[src/hdl/cache_params.svh]
`ifndef CACHE_PARAMS_SVH
`define CACHE_PARAMS_SVH

////////////////////
// Bus widths
////////////////////
`define ADDR_W      16
`define WORD_W      16

////////////////////
// Cache geometry
////////////////////
`define BLOCK_WORDS 8
`define SETS        8
`define OFFSET_W    $clog2(`BLOCK_WORDS)
`define INDEX_W     $clog2(`SETS)
// Bit 0 is the byte select inside a word
`define OFFSET_LSB  1
`define INDEX_LSB   (`OFFSET_LSB + `OFFSET_W)
`define TAG_LSB     (`INDEX_LSB + `INDEX_W)
`define TAG_W       (`ADDR_W - `TAG_LSB)

////////////////////
// Main memory
////////////////////
`define MEM_LAT     4
`define MEM_WORDS   (1 << (`ADDR_W - 1))
`define MEM_SEED    16'h5a5a

`endif

[src/hdl/cache_pkg.sv]
`include "cache_params.svh"

package cache_pkg;

    ////////////////////
    // Vector types
    ////////////////////
    typedef logic [`ADDR_W-1:0]   addr_t;
    typedef logic [`WORD_W-1:0]   word_t;
    typedef logic [`TAG_W-1:0]    tag_t;
    typedef logic [`INDEX_W-1:0]  index_t;
    // Word position inside a block
    typedef logic [`OFFSET_W-1:0] offset_t;

    // Miss service FSM
    typedef enum logic [1:0] {
        fill_idle,
        fill_i,
        fill_d,
        fill_wb
    } fill_state_t;

    ////////////////////
    // Port bundles
    ////////////////////
    // One fill beat from the controller into a cache
    typedef struct packed {
        logic  data_we;
        logic  tag_we;
        addr_t addr;
        word_t data;
    } fill_wr_t;

    // One access from the core
    typedef struct packed {
        logic  rd;
        logic  wr;
        addr_t addr;
        word_t wdata;
    } core_req_t;

endpackage

[src/hdl/cache_array.sv]
`timescale 1ns/1ps
`include "cache_params.svh"

module cache_array (
    input  logic                 clk,
    input  logic                 reset,
    input  cache_pkg::core_req_t req,
    input  cache_pkg::fill_wr_t  fill,
    output logic                 miss,
    output cache_pkg::word_t     rdata
);
    import cache_pkg::*;

    word_t            data_arr [`SETS][`BLOCK_WORDS];
    tag_t             tag_arr  [`SETS];
    logic [`SETS-1:0] valid;

    tag_t             req_tag;
    index_t           req_idx;
    offset_t          req_off;
    tag_t             fill_tag;
    index_t           fill_idx;
    offset_t          fill_off;
    logic             hit;
    logic             store_we;

    ////////////////////
    // Address fields
    ////////////////////
    assign req_tag  = req.addr[`ADDR_W-1:`TAG_LSB];
    assign req_idx  = req.addr[`TAG_LSB-1:`INDEX_LSB];
    assign req_off  = req.addr[`INDEX_LSB-1:`OFFSET_LSB];
    assign fill_tag = fill.addr[`ADDR_W-1:`TAG_LSB];
    assign fill_idx = fill.addr[`TAG_LSB-1:`INDEX_LSB];
    assign fill_off = fill.addr[`INDEX_LSB-1:`OFFSET_LSB];

    ////////////////////
    // Lookup
    ////////////////////
    assign hit   = valid[req_idx] && (tag_arr[req_idx] == req_tag);
    assign miss  = (req.rd || req.wr) && !hit;
    assign rdata = data_arr[req_idx][req_off];

    // A held store rewrites the same word, so stall needs no gating here
    assign store_we = req.wr && hit;

    ////////////////////
    // Updates
    ////////////////////
    always_ff @(posedge clk) begin
        if (reset)
            valid <= '0;
        else if (fill.tag_we)
            valid[fill_idx] <= 1'b1;
    end

    always_ff @(posedge clk) begin
        if (fill.data_we)
            data_arr[fill_idx][fill_off] <= fill.data;
        else if (store_we)
            data_arr[req_idx][req_off] <= req.wdata;
        // Tag goes in with the last word of the block
        if (fill.tag_we)
            tag_arr[fill_idx] <= fill_tag;
    end

    // The controller only fills a cache whose request misses
    a_fill_vs_store: assert property (@(posedge clk) disable iff (reset)
        !(fill.data_we && store_we));

endmodule

[config.mk]
export PLATFORM = sky130hd
export DESIGN_NAME = cache_array
export DESIGN_NICKNAME = d
export VERILOG_FILES = /design/src/hdl/cache_pkg.sv /design/src/hdl/cache_array.sv
export VERILOG_INCLUDE_DIRS = /design/src /design/src/hdl
export SDC_FILE = /design/constraint.sdc
export NUM_CORES = 1
export LEC_CHECK = 0
export BUFFER_PORTS_ARGS = -buffer_cell sky130_fd_sc_hd__buf_2
export CAP_MARGIN = 5
export CORE_MARGIN = 8
export CORE_UTILIZATION = 60
export CTS_BUF_LIST = sky130_fd_sc_hd__clkbuf_4 sky130_fd_sc_hd__clkbuf_8 sky130_fd_sc_hd__clkbuf_16
export CTS_CLUSTER_SIZE = 28
export DETAILED_ROUTE_END_ITERATION = 8
export HOLD_SLACK_MARGIN = 0.06
export PLACE_DENSITY = 0.79
export SKIP_CTS_REPAIR_TIMING = 1
export SYNTH_ARGS = -nofsm -noshare
export SYNTH_HDL_FRONTEND = slang
export SYNTH_SLANG_ARGS = --single-unit
export TNS_END_PERCENT = 10
[constraint.sdc]
create_clock -name clk -period 4.8 [get_ports clk]
set_clock_uncertainty 0.15 [all_clocks]
set_input_delay 0.24 -clock clk [delete_from_list [all_inputs] [get_ports clk]]
set_output_delay 0.24 -clock clk [all_outputs]
set_load 0.01 [all_outputs]
==> impl_metrics.ini <==
[finish]
drive_gt1_frac = 0.327
n_fill_cell = 4071
layout_commonest_cell = edfxtp_1
multi_input_area_um2 = 10200
most-common-layout-cells = 1,096 x edfxtp_1, 287 x mux4_2, 104 x clkbuf_16
nets = 2193
layout.area.seq_um2 = 33100
design_area_um2 = 49300
area_delta_synth_final_pct = 13.9

[critical_path]
arrival_ns = 3.90
cp_max_fo = 44
path_class = in -> out
endpoint_kind = output port
crit_buf_inv = 4
crit_chain = buf_8, buf_4, buf_4, mux4_2, mux4_2, a31oi_1, o21ai_0, buf_2
cp_top_family = buffers and inverters
cp_slowest_stage_delay_ns = 0.62
required_ns = 4.41
start_kind = primary input
critPathSlowestCell = mux4_2

[detailed_routing]
totalWireLength_um = 102000
drc = 0
vias = 21400
wl_per_cell_um = 32.2
final_antenna_net_count = 0
drt-initial-drc-count = 2908
first_pass_iters = 6
viasPerCell = 6.77

[synth]
yosys.area_share.simple = 0.0165
synth_mux_area_frac = 0.183
synth_top_family_by_area = multiplexers
syn_area_um2 = 43300
ys_warn_count = 0
synth_compound_area_frac = 0.0217
synth_nets = 2000
netlist_instances = 1930
ys.flop_type = edfxtp_1
avgSynthCellArea_um2 = 22.4
yosysTopAreaCell = edfxtp_1
synth-seq-cells = 1104
ys_types = 42
async_flop_share = 0
synth_fa_ha_area_frac = 0
synth_edf_count = 1096
yosys.area.top_type_share = 0.761
synth_area_leaders = edfxtp_1 76%, mux4_2 15%, mux2i_1 2.3%
synth_xor_area_frac = 0.00162
ys_seq_area_frac = 0.765

[floorplanning]
ios = 87
die_height_um = 284
core_area_um2 = 71500
start_util = 0.605
num_rows = 98
die_x_um = 284
die_area_um2 = 80900

[clocking]
htreeDepth = 3
clock_path_buffers = 3
cts_tree = built
path_clk_slew_ns = 0.06
clk_latency_ns = 0.65
cts_made_buffers = 103
root_buffer = clkbuf_16
cts_sinks = 1104

[global_routing]
overflow = 0
gr-usage-met3 = 0.0666
use_met1 = 0.331
grt_antenna_before_repair = 4
grt_first_pass_wirelength_um = 148000
track_usage = 0.250
grt_busiest_layer = met2
grt_pass1_vias = 21900
grt_max_degree = 133
use_met2 = 0.403

[placed_design]
numPortBuffers = 84
placed_cell_area_um2 = 45700
place.gp.congestion = 0.880
place_hpwl_um = 56800

[sta]
fin_crit_ns = 4.29
worstMarginPinSlew_ns = 1.17
slew_viol_final = 0
relSlewSlack = 0.220
setup_viol = 0
finalCritPeriodShare = 0.893
setup_tns_ns = 0
hold_viol = 0
rsz0062_at_grt = no
max_freq_mhz = 233
whs_ns = 0.108

[power_and_ir_drop]
switching_share = 0.209
pwr-share-seq = 0.536
p_switching_mw = 4.17
clockPowerShare = 0.409
p_comb_frac = 0.055
vdd.ir_drop.worst_uv = 338
p_int_mw = 15.8
leakage_nw = 15.8
powerDensity_nw_per_um2 = 405

[run_status]
status = finished, final reports clean

[worst_hold_path]
hp-class = in -> reg

[flow_run]
max_cap_viol_count = 0
## layer usage
layer  part of all wire  vias to the layer above
met5            0.00011                        -
met4              0.038                        2
met3               0.11                      223
met2               0.49                     1402
met1               0.36                    11100
li1                   -                     8618
## state kept, by name, indices dropped and copies added, names as in the netlist
signal	count
data_arr	1024
tag_arr	72
valid	8
## power groups by stage
stage	logic, mW	clock network [mW]	registers, mW
floorplan	0.658	0	10.9
global placement	1.04	0	10.9
finish	1.10	8.18	10.7
CTS	1.08	8.25	10.7
detailed placement	1.07	0	10.9
global route	1.14	8.59	10.7
## synth_stat cells (all sizes together), types with 11 or more instances
cell type,instances
nand2b,11
clkbuf,42
o31ai,64
buf,60
mux2i,99
mux4,294
mux2,19
nand2,88
edfxtp,1096
nor3,11
o22ai,40
nor2,41
## through the flow
step           std cells  worst slack [ns]   util  power, mW
2_1_floorplan       1930             0.674      -       11.6
3_3_place_gp        2955             0.560  0.640       11.9
3_5_place_dp        2955             0.492  0.640       12.0
4_1_cts             3141             0.477  0.687       20.0
5_1_grt             3154             0.302  0.689       20.4
6_report            3158             0.513  0.689       20.0
## final timing paths
path                                               from                   endpoint  slack (ns)  cells after the start
worst max register to register  tag_arr[1][2]$_DFFE_PP_  data_arr[4][60]$_DFFE_PP_        0.84                      9
worst min-delay path                           fill[32]    tag_arr[0][1]$_DFFE_PP_        0.11                      4
worst max-delay path                            req[20]                   rdata[2]        0.51                      8
worst min register to register    valid[5]$_SDFFE_PP0P_      valid[5]$_SDFFE_PP0P_        0.33                      2
## cell families (layout without fill, tap and decap cells)
group / count (synthesis) / after routing
simple gates: 169 / 169
mux: 412 / 412
xor+xnor: 8 / 8
buf+inv: 107 / 381
other cells: 0 / 4
flops: 1104 / 1104
compound gates: 130 / 130
## final cells by class
class	instances	area share
flip-flops and latches	1104	0.671
diodes	4	0.000203
well taps	950	0.0241
inverters	5	0.000381
clock buffers	130	0.0568
multi-input cells	719	0.208
repair buffers	190	0.0274
clock inverters	56	0.0122
## worst min-delay path, delay by kind of cell
family        cells  cell delay [ns]
buf+inv           2             0.30
simple gates      2             0.18
No activity file was read; power rests on OpenSTA's default activity.
