`config.mk`:
```
export PLATFORM = sky130hd
export DESIGN_NAME = cache_fill_ctrl
export DESIGN_NICKNAME = d
export VERILOG_FILES = /design/src/hdl/cache_pkg.sv /design/src/hdl/cache_fill_ctrl.sv
export VERILOG_INCLUDE_DIRS = /design/src /design/src/hdl
export SDC_FILE = /design/constraint.sdc
export NUM_CORES = 1
export LEC_CHECK = 0
export ABC_AREA = 1
export BUFFER_PORTS_ARGS = -buffer_cell sky130_fd_sc_hd__buf_2
export CORE_MARGIN = 1.5
export CORE_UTILIZATION = 40
export DETAILED_ROUTE_END_ITERATION = 16
export PLACE_DENSITY = 0.71
export SLEW_MARGIN = 40
export SYNTH_ARGS = -nofsm -noshare
export SYNTH_HDL_FRONTEND = slang
export SYNTH_SLANG_ARGS = --single-unit
```
`constraint.sdc`:
```
create_clock -name clk -period 2.5 [get_ports clk]
set_input_delay 0.5 -clock clk [delete_from_list [all_inputs] [get_ports clk]]
set_output_delay 0.5 -clock clk [all_outputs]
set_load 0.1 [all_outputs]
```
`src/hdl/cache_params.svh`:
```
`ifndef CACHE_PARAMS_SVH
`define CACHE_PARAMS_SVH

////////////////////
// Bus widths
////////////////////
`define ADDR_W      16
`define WORD_W      16

////////////////////
// Cache geometry
////////////////////
`define BLOCK_WORDS 8
`define SETS        8
`define OFFSET_W    $clog2(`BLOCK_WORDS)
`define INDEX_W     $clog2(`SETS)
// Bit 0 is the byte select inside a word
`define OFFSET_LSB  1
`define INDEX_LSB   (`OFFSET_LSB + `OFFSET_W)
`define TAG_LSB     (`INDEX_LSB + `INDEX_W)
`define TAG_W       (`ADDR_W - `TAG_LSB)

////////////////////
// Main memory
////////////////////
`define MEM_LAT     4
`define MEM_WORDS   (1 << (`ADDR_W - 1))
`define MEM_SEED    16'h5a5a

`endif

```
`src/hdl/cache_pkg.sv`:
```
`include "cache_params.svh"

package cache_pkg;

    ////////////////////
    // Vector types
    ////////////////////
    typedef logic [`ADDR_W-1:0]   addr_t;
    typedef logic [`WORD_W-1:0]   word_t;
    typedef logic [`TAG_W-1:0]    tag_t;
    typedef logic [`INDEX_W-1:0]  index_t;
    // Word position inside a block
    typedef logic [`OFFSET_W-1:0] offset_t;

    // Miss service FSM
    typedef enum logic [1:0] {
        fill_idle,
        fill_i,
        fill_d,
        fill_wb
    } fill_state_t;

    ////////////////////
    // Port bundles
    ////////////////////
    // One fill beat from the controller into a cache
    typedef struct packed {
        logic  data_we;
        logic  tag_we;
        addr_t addr;
        word_t data;
    } fill_wr_t;

    // One access from the core
    typedef struct packed {
        logic  rd;
        logic  wr;
        addr_t addr;
        word_t wdata;
    } core_req_t;

endpackage

```
`src/hdl/cache_fill_ctrl.sv`:
```
`timescale 1ns/1ps
`include "cache_params.svh"

module cache_fill_ctrl (
    input  logic                clk,
    input  logic                reset,
    input  logic                miss_i,
    input  logic                miss_d,
    input  logic                store_d,
    input  cache_pkg::addr_t    addr_i,
    input  cache_pkg::addr_t    addr_d,
    output logic                stall,
    output cache_pkg::fill_wr_t fill_i,
    output cache_pkg::fill_wr_t fill_d,
    output logic                mem_en,
    output cache_pkg::addr_t    mem_addr,
    input  cache_pkg::word_t    mem_data,
    input  logic                mem_vld
);
    import cache_pkg::*;

    fill_state_t             state;
    fill_state_t             state_nxt;
    logic [`OFFSET_W:0]      req_cnt;
    logic [`OFFSET_W-1:0]    ret_cnt;
    logic                    filling;
    logic                    last_beat;
    addr_t                   base_addr;
    addr_t                   addr_line [`MEM_LAT];
    fill_wr_t                beat;

    ////////////////////
    // FSM
    ////////////////////
    always_ff @(posedge clk) begin
        if (reset)
            state <= fill_idle;
        else
            state <= state_nxt;
    end

    // Port names shadow the fill_i and fill_d literals
    always_comb begin
        state_nxt = state;
        stall     = 1'b1;
        case (state)
            fill_idle: begin
                // Raise stall in the same cycle as the miss
                stall = miss_i | miss_d;
                if (miss_i)
                    state_nxt = cache_pkg::fill_i;
                else if (miss_d)
                    state_nxt = cache_pkg::fill_d;
                else if (store_d)
                    state_nxt = fill_wb;
            end
            cache_pkg::fill_i: begin
                if (last_beat)
                    state_nxt = miss_d ? cache_pkg::fill_d : fill_wb;
            end
            cache_pkg::fill_d: begin
                if (last_beat)
                    state_nxt = fill_idle;
            end
            default: begin
                state_nxt = fill_idle;
            end
        endcase
    end

    ////////////////////
    // Request and return counters
    ////////////////////
    assign filling   = (state == cache_pkg::fill_i) || (state == cache_pkg::fill_d);
    assign last_beat = mem_vld && (ret_cnt == (`OFFSET_W)'(`BLOCK_WORDS - 1));

    // Both restart whenever the FSM moves on
    always_ff @(posedge clk) begin
        if (reset || (state_nxt != state)) begin
            req_cnt <= '0;
            ret_cnt <= '0;
        end else begin
            if (mem_en)
                req_cnt <= req_cnt + 1'b1;
            if (mem_vld)
                ret_cnt <= ret_cnt + 1'b1;
        end
    end

    // Enables stop after a full block while returns are still in flight
    assign mem_en    = filling && (req_cnt != (`OFFSET_W + 1)'(`BLOCK_WORDS));
    assign base_addr = (state == cache_pkg::fill_d) ? addr_d : addr_i;
    assign mem_addr  = {base_addr[`ADDR_W-1:`INDEX_LSB], req_cnt[`OFFSET_W-1:0], 1'b0};

    ////////////////////
    // Address delay line
    ////////////////////
    // Matches the memory pipeline so each return finds its own address
    always_ff @(posedge clk) begin
        addr_line[0] <= mem_addr;
        for (int k = 1; k < `MEM_LAT; k++) begin
            addr_line[k] <= addr_line[k-1];
        end
    end

    assign beat.data_we = mem_vld;
    assign beat.tag_we  = last_beat;
    assign beat.addr    = addr_line[`MEM_LAT-1];
    assign beat.data    = mem_data;

    assign fill_i = (state == cache_pkg::fill_i) ? beat : '0;
    assign fill_d = (state == cache_pkg::fill_d) ? beat : '0;

    ////////////////////
    // Checks
    ////////////////////
    // Idle issues no enable and has no return still in flight
    a_no_en_idle: assert property (@(posedge clk) disable iff (reset)
        (state == fill_idle) |-> !mem_en && !mem_vld);

    // A fill write must be the answer to an enable issued MEM_LAT cycles before
    a_we_has_vld: assert property (@(posedge clk) disable iff (reset)
        (fill_i.data_we || fill_d.data_we) |-> mem_vld && $past(mem_en, `MEM_LAT));

endmodule

```
==> impl.org, run 1 <==
** Route
- Remaining design rule violation count :: 0
- The routed design has approximately 5800 um of wire.
- Routed via count :: 2208
- Routed length on met1 :: 2148 um
- WL met2 :: 3158 um
- In the routed layout, each cell is associated on average with a via count of 4.150.
- Post-DR wirelength/cell :: about 11 um
- Signal routing reaches up to met5.
- Summed over all nets, wire length on met3 after detailed routing comes to 316 um.
- The first routing iteration left 55 violations.
- DR pass1 iterations :: 4
- Once detail routing completed, the nets flagged for antenna violations numbered 0.

** Worst setup path
- The critical path crosses 6 cells after its start point.
- The worst setup path is launched from a flop.
- CP bufs+invs :: 3
- Crit. End Element :: output pin
- Family with the most delay on the worst path :: buffers and inverters
- Among the stages of the critical path, the cell type that occurs most often is nand2_1.
- Of all nets on the critical path, the largest fanout is 45.
- The most critical setup path has its startpoint at state[0].
- Across all register-to-register paths, the minimum setup slack is roughly 0.74 ns.
- Arrival time worst endpoint :: 1.84 ns
- The number of cells on the worst reg-to-reg path is 12.
- Slowest cell on the critical path :: dfxtp_1
- Traced cell by cell, the critical path runs through inv_1, ha_2, buf_12, nand2_1, nand2_1, buf_4.
- Critical path start-end classification :: reg2out
- For the worst setup path, the data required time is 2.00 ns.
- Longest individual stage delay on the worst path :: 0.37 ns
- In this run the worst setup path terminates at mem_addr[6].
- FF-to-FF Start :: state[0]
- The worst register-to-register path ends at req_cnt[3].

** STA
- Setup repair after global routing left no endpoint under its margin.
- Timing would allow up to 427.2 MHz.
- The worst path in the final design needs a cycle of 2.341 ns, including I/O delays and setup.
- Max Slew Vio Count :: 0
- The final number of hold-violating endpoints came to 0.
- Setup violations remaining at the end of the flow were counted as 0.
- Dividing the final minimum period by the clock period gives a little over nine tenths.
- Setup TNS after final layout :: 0 ns
- For the final database, setup skew stands at 0.007351 ns.

** Clock network
- Root Driver :: clkbuf_8
- TritonCTS built the clock tree.
- Number of resized instances in the post-cts repair step :: 13
- In this run the post-CTS setup repair buffer count came out at 0.
- H-Tree Level Count :: 3
- Number of clock buffers inserted by TritonCTS :: 9
- The clock net in this run drives a total of 69 sinks.
- Hold repair after CTS inserted 0 buffers.
- After clock tree synthesis, the clock-pin slew on the worst setup and hold paths is 0.07 ns.
- The longest clock path from root to sink contains 2 buffers.
- Clock latency at the later pin of the worst-skew pair :: 0.33 ns

** Synthesis
- In the synthesized netlist, the cells that appear most often are 114 x nand2_1, 76 x inv_1, 69 x dfxtp_1.
- Flip-flop and latch count after synthesis :: 69
- Leading cell types by total area after synthesis :: dfxtp_1 54%, nand2_1 17%, inv_1 11%, ha_1 3.9%, buf_4 2.1%
- Synthesis produced a netlist whose cell count is between 300 and 400.
- For this run, the number of Yosys warnings is 0.
- Among all flip-flop cells after synthesis, the most frequent one is dfxtp_1.
- Summing every instance area after synthesis gives 2562 um^2.
- For this run, asynchronously set or reset flops after synthesis account for 0%.
- The largest total area in the synthesized netlist belongs to dfxtp_1.
- Portion of the post-synthesis area used by sequential elements :: 53.91%
- Share of Yosys cell area claimed by the top area cell type :: 53.91%
- A synthesized cell averages 7.860 um^2.
- nand2_1 is the most common cell in the netlist.
- Yosys mapped the design onto 23 distinct sky130hd cell types.
- In this run, synthesis inferred 0 flip-flops with an integrated enable.

** Placement
- Buffers placed on the I/O ports in this run total 128.
- The wire-length estimate of the detail-placed layout is between 4000 and 5000 um.
- The congestion estimate from routability-driven global placement came to 0.7901.

** Die
- Core Footprint :: 6061 um^2
- Effective utilization at floorplan :: between 40% and 50%
- The floorplan step defined a die boundary enclosing 6896 um^2.
- I/O pin total :: 140
- Horiz. Die Dim :: just over 80 um
- Measured along the y axis, the die boundary spans 83.04 um.
- Number of core rows :: 28

** Final layout
- Layout cell share with drive strength beyond 1 :: between 30% and 40%
- 0 antenna diodes ended up in the layout.
- FF+latch area :: 1381 um^2
- Nets :: 514
- Area used by multi-input combinational logic :: roughly 800 um^2
- Fill cells in the final layout number 409.
- From synthesis to final layout, the design area changed by 74.71%.

** Power and ir drop
- Total power :: 3560 uW
- Reported leakage power :: approximately 0.0025 uW
- Pwr Density :: 795.3 nW/um^2
- Peak supply drop :: 576.0 uV

** Hold path
- The min-delay analysis places its worst path in the category reg2reg.

** GRT
- Entering global routing, the biggest net connects 46 pins.
- Combined global-route utilization of all metal layers :: 17.49%
- The initial antenna violation count came to 1.
- Wire length of the first global-routing pass :: about 9600 um
- The number of global-route vias before repair was around 2200.
- Overflow left after global routing :: 0

** Status
- The flow ran to the end, and the final reports show no timing, DRC or antenna violations.

** Job
- The tool flagged a number of max-cap violations equal to 0.
==> worst reg2reg max path, stage by stage (launching register included) <==
cell and delay, ns:
dfxtp_1 0.37, inv_1 0.13, ha_2 0.24, buf_12 0.24
nand2_4 0.08, nand2_4 0.06, nand2_1 0.05, nand2_1 0.09
nand2_1 0.08, nand2_1 0.08, nand2_2 0.06, nand2_4 0.14
nor2_2 0.05
==> layer usage <==
metal,global-route usage (%),vias to the layer above
met5,0,-
met2,33.63,81
met1,16.32,951
li1,-,1153
met3,5.467,21
met4,9.091,2
==> state kept, by name, indices dropped and copies added, names as in the netlist <==
name,flops
req_cnt,4
addr_line,60
state,2
ret_cnt,3
==> cell families (layout without fill, tap and decap cells) <==
family | Yosys count | in the layout | synth area share (%)
XOR/XNOR | 4 | 4 | 1.367
AO/OA/AOI/OAI | 4 | 4 | 0.8785
buffers and inverters | 95 | 224 | 15.28
multiplexers | 2 | 2 | 0.7813
adder cells (fa/ha/maj) | 8 | 8 | 3.906
other | 1 | 3 | 0.1463
flip-flops | 69 | 69 | 53.91
AND/OR/NAND/NOR | 143 | 143 | 23.73
==> placed cells by master, fill, tap and decap left out, drive strengths merged <==
| master | n |
|---|---|
| buf | 130 |
| nand2 | 123 |
| inv | 78 |
| dfxtp | 69 |
| nor2 | 17 |
| clkbuf | 10 |
| ha | 8 |
| xor2 | 3 |
| conb | 3 |
| nand3 | 3 |
| clkinvlp | 2 |
| mux2i | 2 |
| bufinv | 2 |
| clkinv | 2 |
| o21ai | 2 |
| o21bai | 1 |
| a21oi | 1 |
| xnor2 | 1 |
==> worst min-delay path by stage <==
stage / from / end / cells after the start
after floorplan: addr_line[0][10] / addr_line[1][10] / 0
after global placement: addr_line[1][15] / addr_line[2][15] / 0
after detailed placement: addr_line[1][4] / addr_line[2][4] / 0
after CTS: addr_line[0][6] / addr_line[1][6] / 0
after global routing: addr_line[0][3] / addr_line[1][3] / 0
final: addr_line[2][14] / addr_line[3][14] / 0
==> per-stage QoR <==
| stage | worst slack [ns] | utilization [%] | area (um^2) | std cells | hold slack [ns] |
|---|---|---|---|---|---|
| after global placement | 0.3298 | 69.78 | 4229 | 516 | 0.3095 |
| final | 0.1591 | 73.86 | 4477 | 532 | 0.3272 |
| after detailed placement | 0.2460 | 69.78 | 4229 | 516 | 0.3121 |
| after global routing | 0.01556 | 73.86 | 4477 | 532 | 0.3252 |
| after floorplan | 0.005685 | - | 2572 | 328 | 0.3096 |
| after CTS | 0.1552 | 73.86 | 4477 | 532 | 0.3274 |
==> cell type report <==
cell class              instances  area share (%)
repair buffers                130           37.73
clock buffers                  10           2.851
flip-flops and latches         69           30.86
inverters                      78           6.624
clock inverters                 6           1.928
well taps                      75           2.096
multi-input cells             164           17.92
==> where the power goes <==
part	internal (uW)	switching (uW)	total, uW
combinational	384	985	1370
sequential	1210	36.0	1240
clock	561	387	948
Power figures use the tool's default switching activity.
==> inputs of run 2 (changes only) <==
- REMOVE_ABC_BUFFERS: unset -> 1
==> run 2 against run 1 <==
Against the previous run:
- via count is essentially flat
- critical path depth is the same
- utilization shrank 0.45 points
- final cell count is the same
- die area is the same
- final area shrank 0.61%
- critical path type unchanged
- sequential share of layout area grew 0.19 points
==> impl.org, run 2 (synthesized netlist as in run 1, its figures left out) <==
** STA
- Timing-limited maximum frequency :: about 430 MHz
- Setup TNS after final layout :: 0 ns
- Setup violations remaining at the end of the flow were counted as 0.
- Final hold violations :: 0
- The count of final max-slew check failures came to 0.
- After layout, the worst path uses 92.78% of the clock period.
- Shortest period the worst path allows :: 2.320 ns
- Unrepaired setup endpoints after global routing :: false
- Post-layout worst setup margin :: 0.1805 ns
- Between clock sinks in the finished design, the worst skew comes to 0.008038 ns.

** Final layout
- Top library cells by usage in the layout, fill and taps aside :: 114 x nand2_1, 75 x inv_1, 69 x dfxtp_1, 68 x buf_12, 50 x buf_2
- Max reg flops :: 60
- In the final layout, the registers with the most flip-flops are addr_line: 60 flops, req_cnt: 4 flops, ret_cnt: 3 flops.
- After filler insertion, the fill cell instance count of the layout stands at 456.
- The post-route netlist has around 37% of its cells at a drive strength greater than 1.
- Design area :: roughly 4400 um^2
- More flip-flops sit in one register than any other, and that register is addr_line.
- Layout Area Growth over Synthesis :: 73.63%
- Nets :: 514
- Leaving out filler cells and counting taps, the final layout contains 532.
- Area used by multi-input combinational logic :: 799.5 um^2
- FF+latch area :: 1381 um^2
- Most frequent standard cell in the layout excluding fill and tap cells :: nand2_1
- Antenna diode instance count :: 0

** GRT
- Wire length of the first global-routing pass :: 9853 um
- Entering global routing, the biggest net connects 46 pins.
- Global routing used 17.68% of the available tracks across all layers.
- The number of global-route vias before repair is between 2000 and 2500.
- Summed over all layers, the global routing overflow is 0.
- The initial antenna violation count was 0.

** Power and ir drop
- Combinational logic burns 40.5% of the power.
- VDD sags by at most ~750 uV.
- Pwr Density :: about 760 nW/um^2
- Sequential power share :: 36.7%
- Sw Share :: approximately two fifths
- Switching power total :: 1408 uW
- Total power :: 3394 uW
- P_int :: roughly 2000 uW
- Per report_power, the clock group accounts for 22.8% of the total.
- In this run the static leakage power is approximately 0.0025 uW.

** Worst setup path
- At the worst endpoint, the arrival time is 1.82 ns.
- The critical path in this run is classified as reg2out.
- Data on the critical path is required at its endpoint by 2.00 ns.
- Worst-path fanout max :: 13
- Crit. End Element :: output pin
- Kind of start point of the critical path :: flop

** Die
- The die covers approximately 6900 um^2.
- Core Footprint :: 6061 um^2
- 140 I/O pins were placed.
- The floorplan step set the die height to 83.04 um.
- The floorplan has 28 rows.
- Effective utilization at floorplan :: 42.28%
- From left edge to right edge, the die measures 83.04 um.

** Placement
- Placed Cells :: 516
- Routability-driven placement finished with a final weighted congestion of 0.7687.
- Post-Place Setup Slack :: 0.2325 ns
- Detailed-placement wirelength estimate :: 4431 um
- In this run the tool buffered the top-level ports with 128 buffer cells.
- The placed instances occupy a cell area of 4239 um^2.

** Route
- In the routed design, unresolved DRC markers number 0.
- For this block, the initial DRC count from the detailed router was 75.
- DR pass1 iterations :: 5
- After detailed routing, the total wire length is 5721 um.
- The detail route stage leaves a number of antenna-violating nets equal to 0.
- After detailed routing, the number of vias per cell comes to 4.147.
- After detailed routing, the average wire length per cell comes to 10.75 um.
- Routed via count :: 2206

** Clock network
- Clock latency at the later pin of the worst-skew pair :: 0.33 ns
- Number of clock buffers inserted by TritonCTS :: 9
- Root Driver :: clkbuf_8
- Clk sinks :: just under 70
- The clock tree synthesis step divided the H-tree into 3 levels.
- Clock transition at the register clock pins on the worst setup and hold paths after CTS :: 0.07 ns
- TritonCTS clock tree :: built
- The clock passes through at most 2 buffers.
- # hold bufs at CTS :: 0

** Hold path
- Worst hold path type :: reg2reg

** Job
- The tool flagged a number of max-cap violations equal to 0.

** Status
- The flow ran to the end, and the final reports show no timing, DRC or antenna violations.
run 2: cell types whose count changed in the layout (fill, tap and decap cells not counted), sizes merged:
cell and change:
clkbuf +1, bufinv -2, clkinv +1
run 2: final timing paths:
| path | start | endpoint | slack [ns] | cells past startpoint |
|---|---|---|---|---|
| hold / removal | addr_line[1][9] | addr_line[2][9] | 0.32 | 0 |
| hold reg to reg | addr_line[1][9] | addr_line[2][9] | 0.32 | 0 |
| setup / recovery | state[0] | mem_addr[14] | 0.18 | 6 |
| setup reg to reg | state[0] | ret_cnt[1] | 0.76 | 12 |
run 2: layer usage:
metal	share of wire, %	up-vias	wire length [um]	global-route usage, %
met4	1.7	0	100	5.909
met2	56	79	3224	35.92
li1	-	1157	-	-
met1	37	957	2113	16.82
met5	0	-	0	0
met3	4.9	13	282	4.573
run 2: critical path, stage by stage (launching register included):
cell        delay [ns]
dfxtp_1           0.42
inv_1             0.12
ha_2              0.24
clkinvlp_4        0.20
nand2_1           0.10
nand2_1           0.11
buf_4             0.30
run 2: per-stage QoR:
step	utilization (%)	hold slack (ns)
2_1_floorplan	-	0.3096
3_3_place_gp	69.94	0.3097
3_5_place_dp	69.94	0.3121
4_1_cts	73.35	0.3243
5_1_grt	73.41	0.3266
6_report	73.41	0.3230
run 2: power by group through the flow:
| stage | Clock (uW) | Sequential, uW | Combinational, uW |
|---|---|---|---|
| after floorplan | 0 | 1270 | 909 |
| after global placement | 0 | 1270 | 1350 |
| after detailed placement | 0 | 1270 | 1370 |
| after CTS | 800 | 1250 | 1380 |
| after global routing | 853 | 1260 | 1430 |
| final | 775 | 1240 | 1370 |
run 2: layout make-up:
type	instances	area share, %
Sequential cell	69	31.05
Multi-Input combinational cell	164	17.97
Tap cell	75	2.109
Clock inverter	5	0.7874
Timing Repair Buffer	130	38.25
Clock buffer	11	3.178
Inverter	78	6.665
run 2: what timing repair did:
action / 4_1_cts / 5_1_grt
hold endpoints to repair: 0 / 0
endpoints found under the setup margin: 12 / 12
setup buffers: 0 / 0
gates resized for setup: 12 / 1
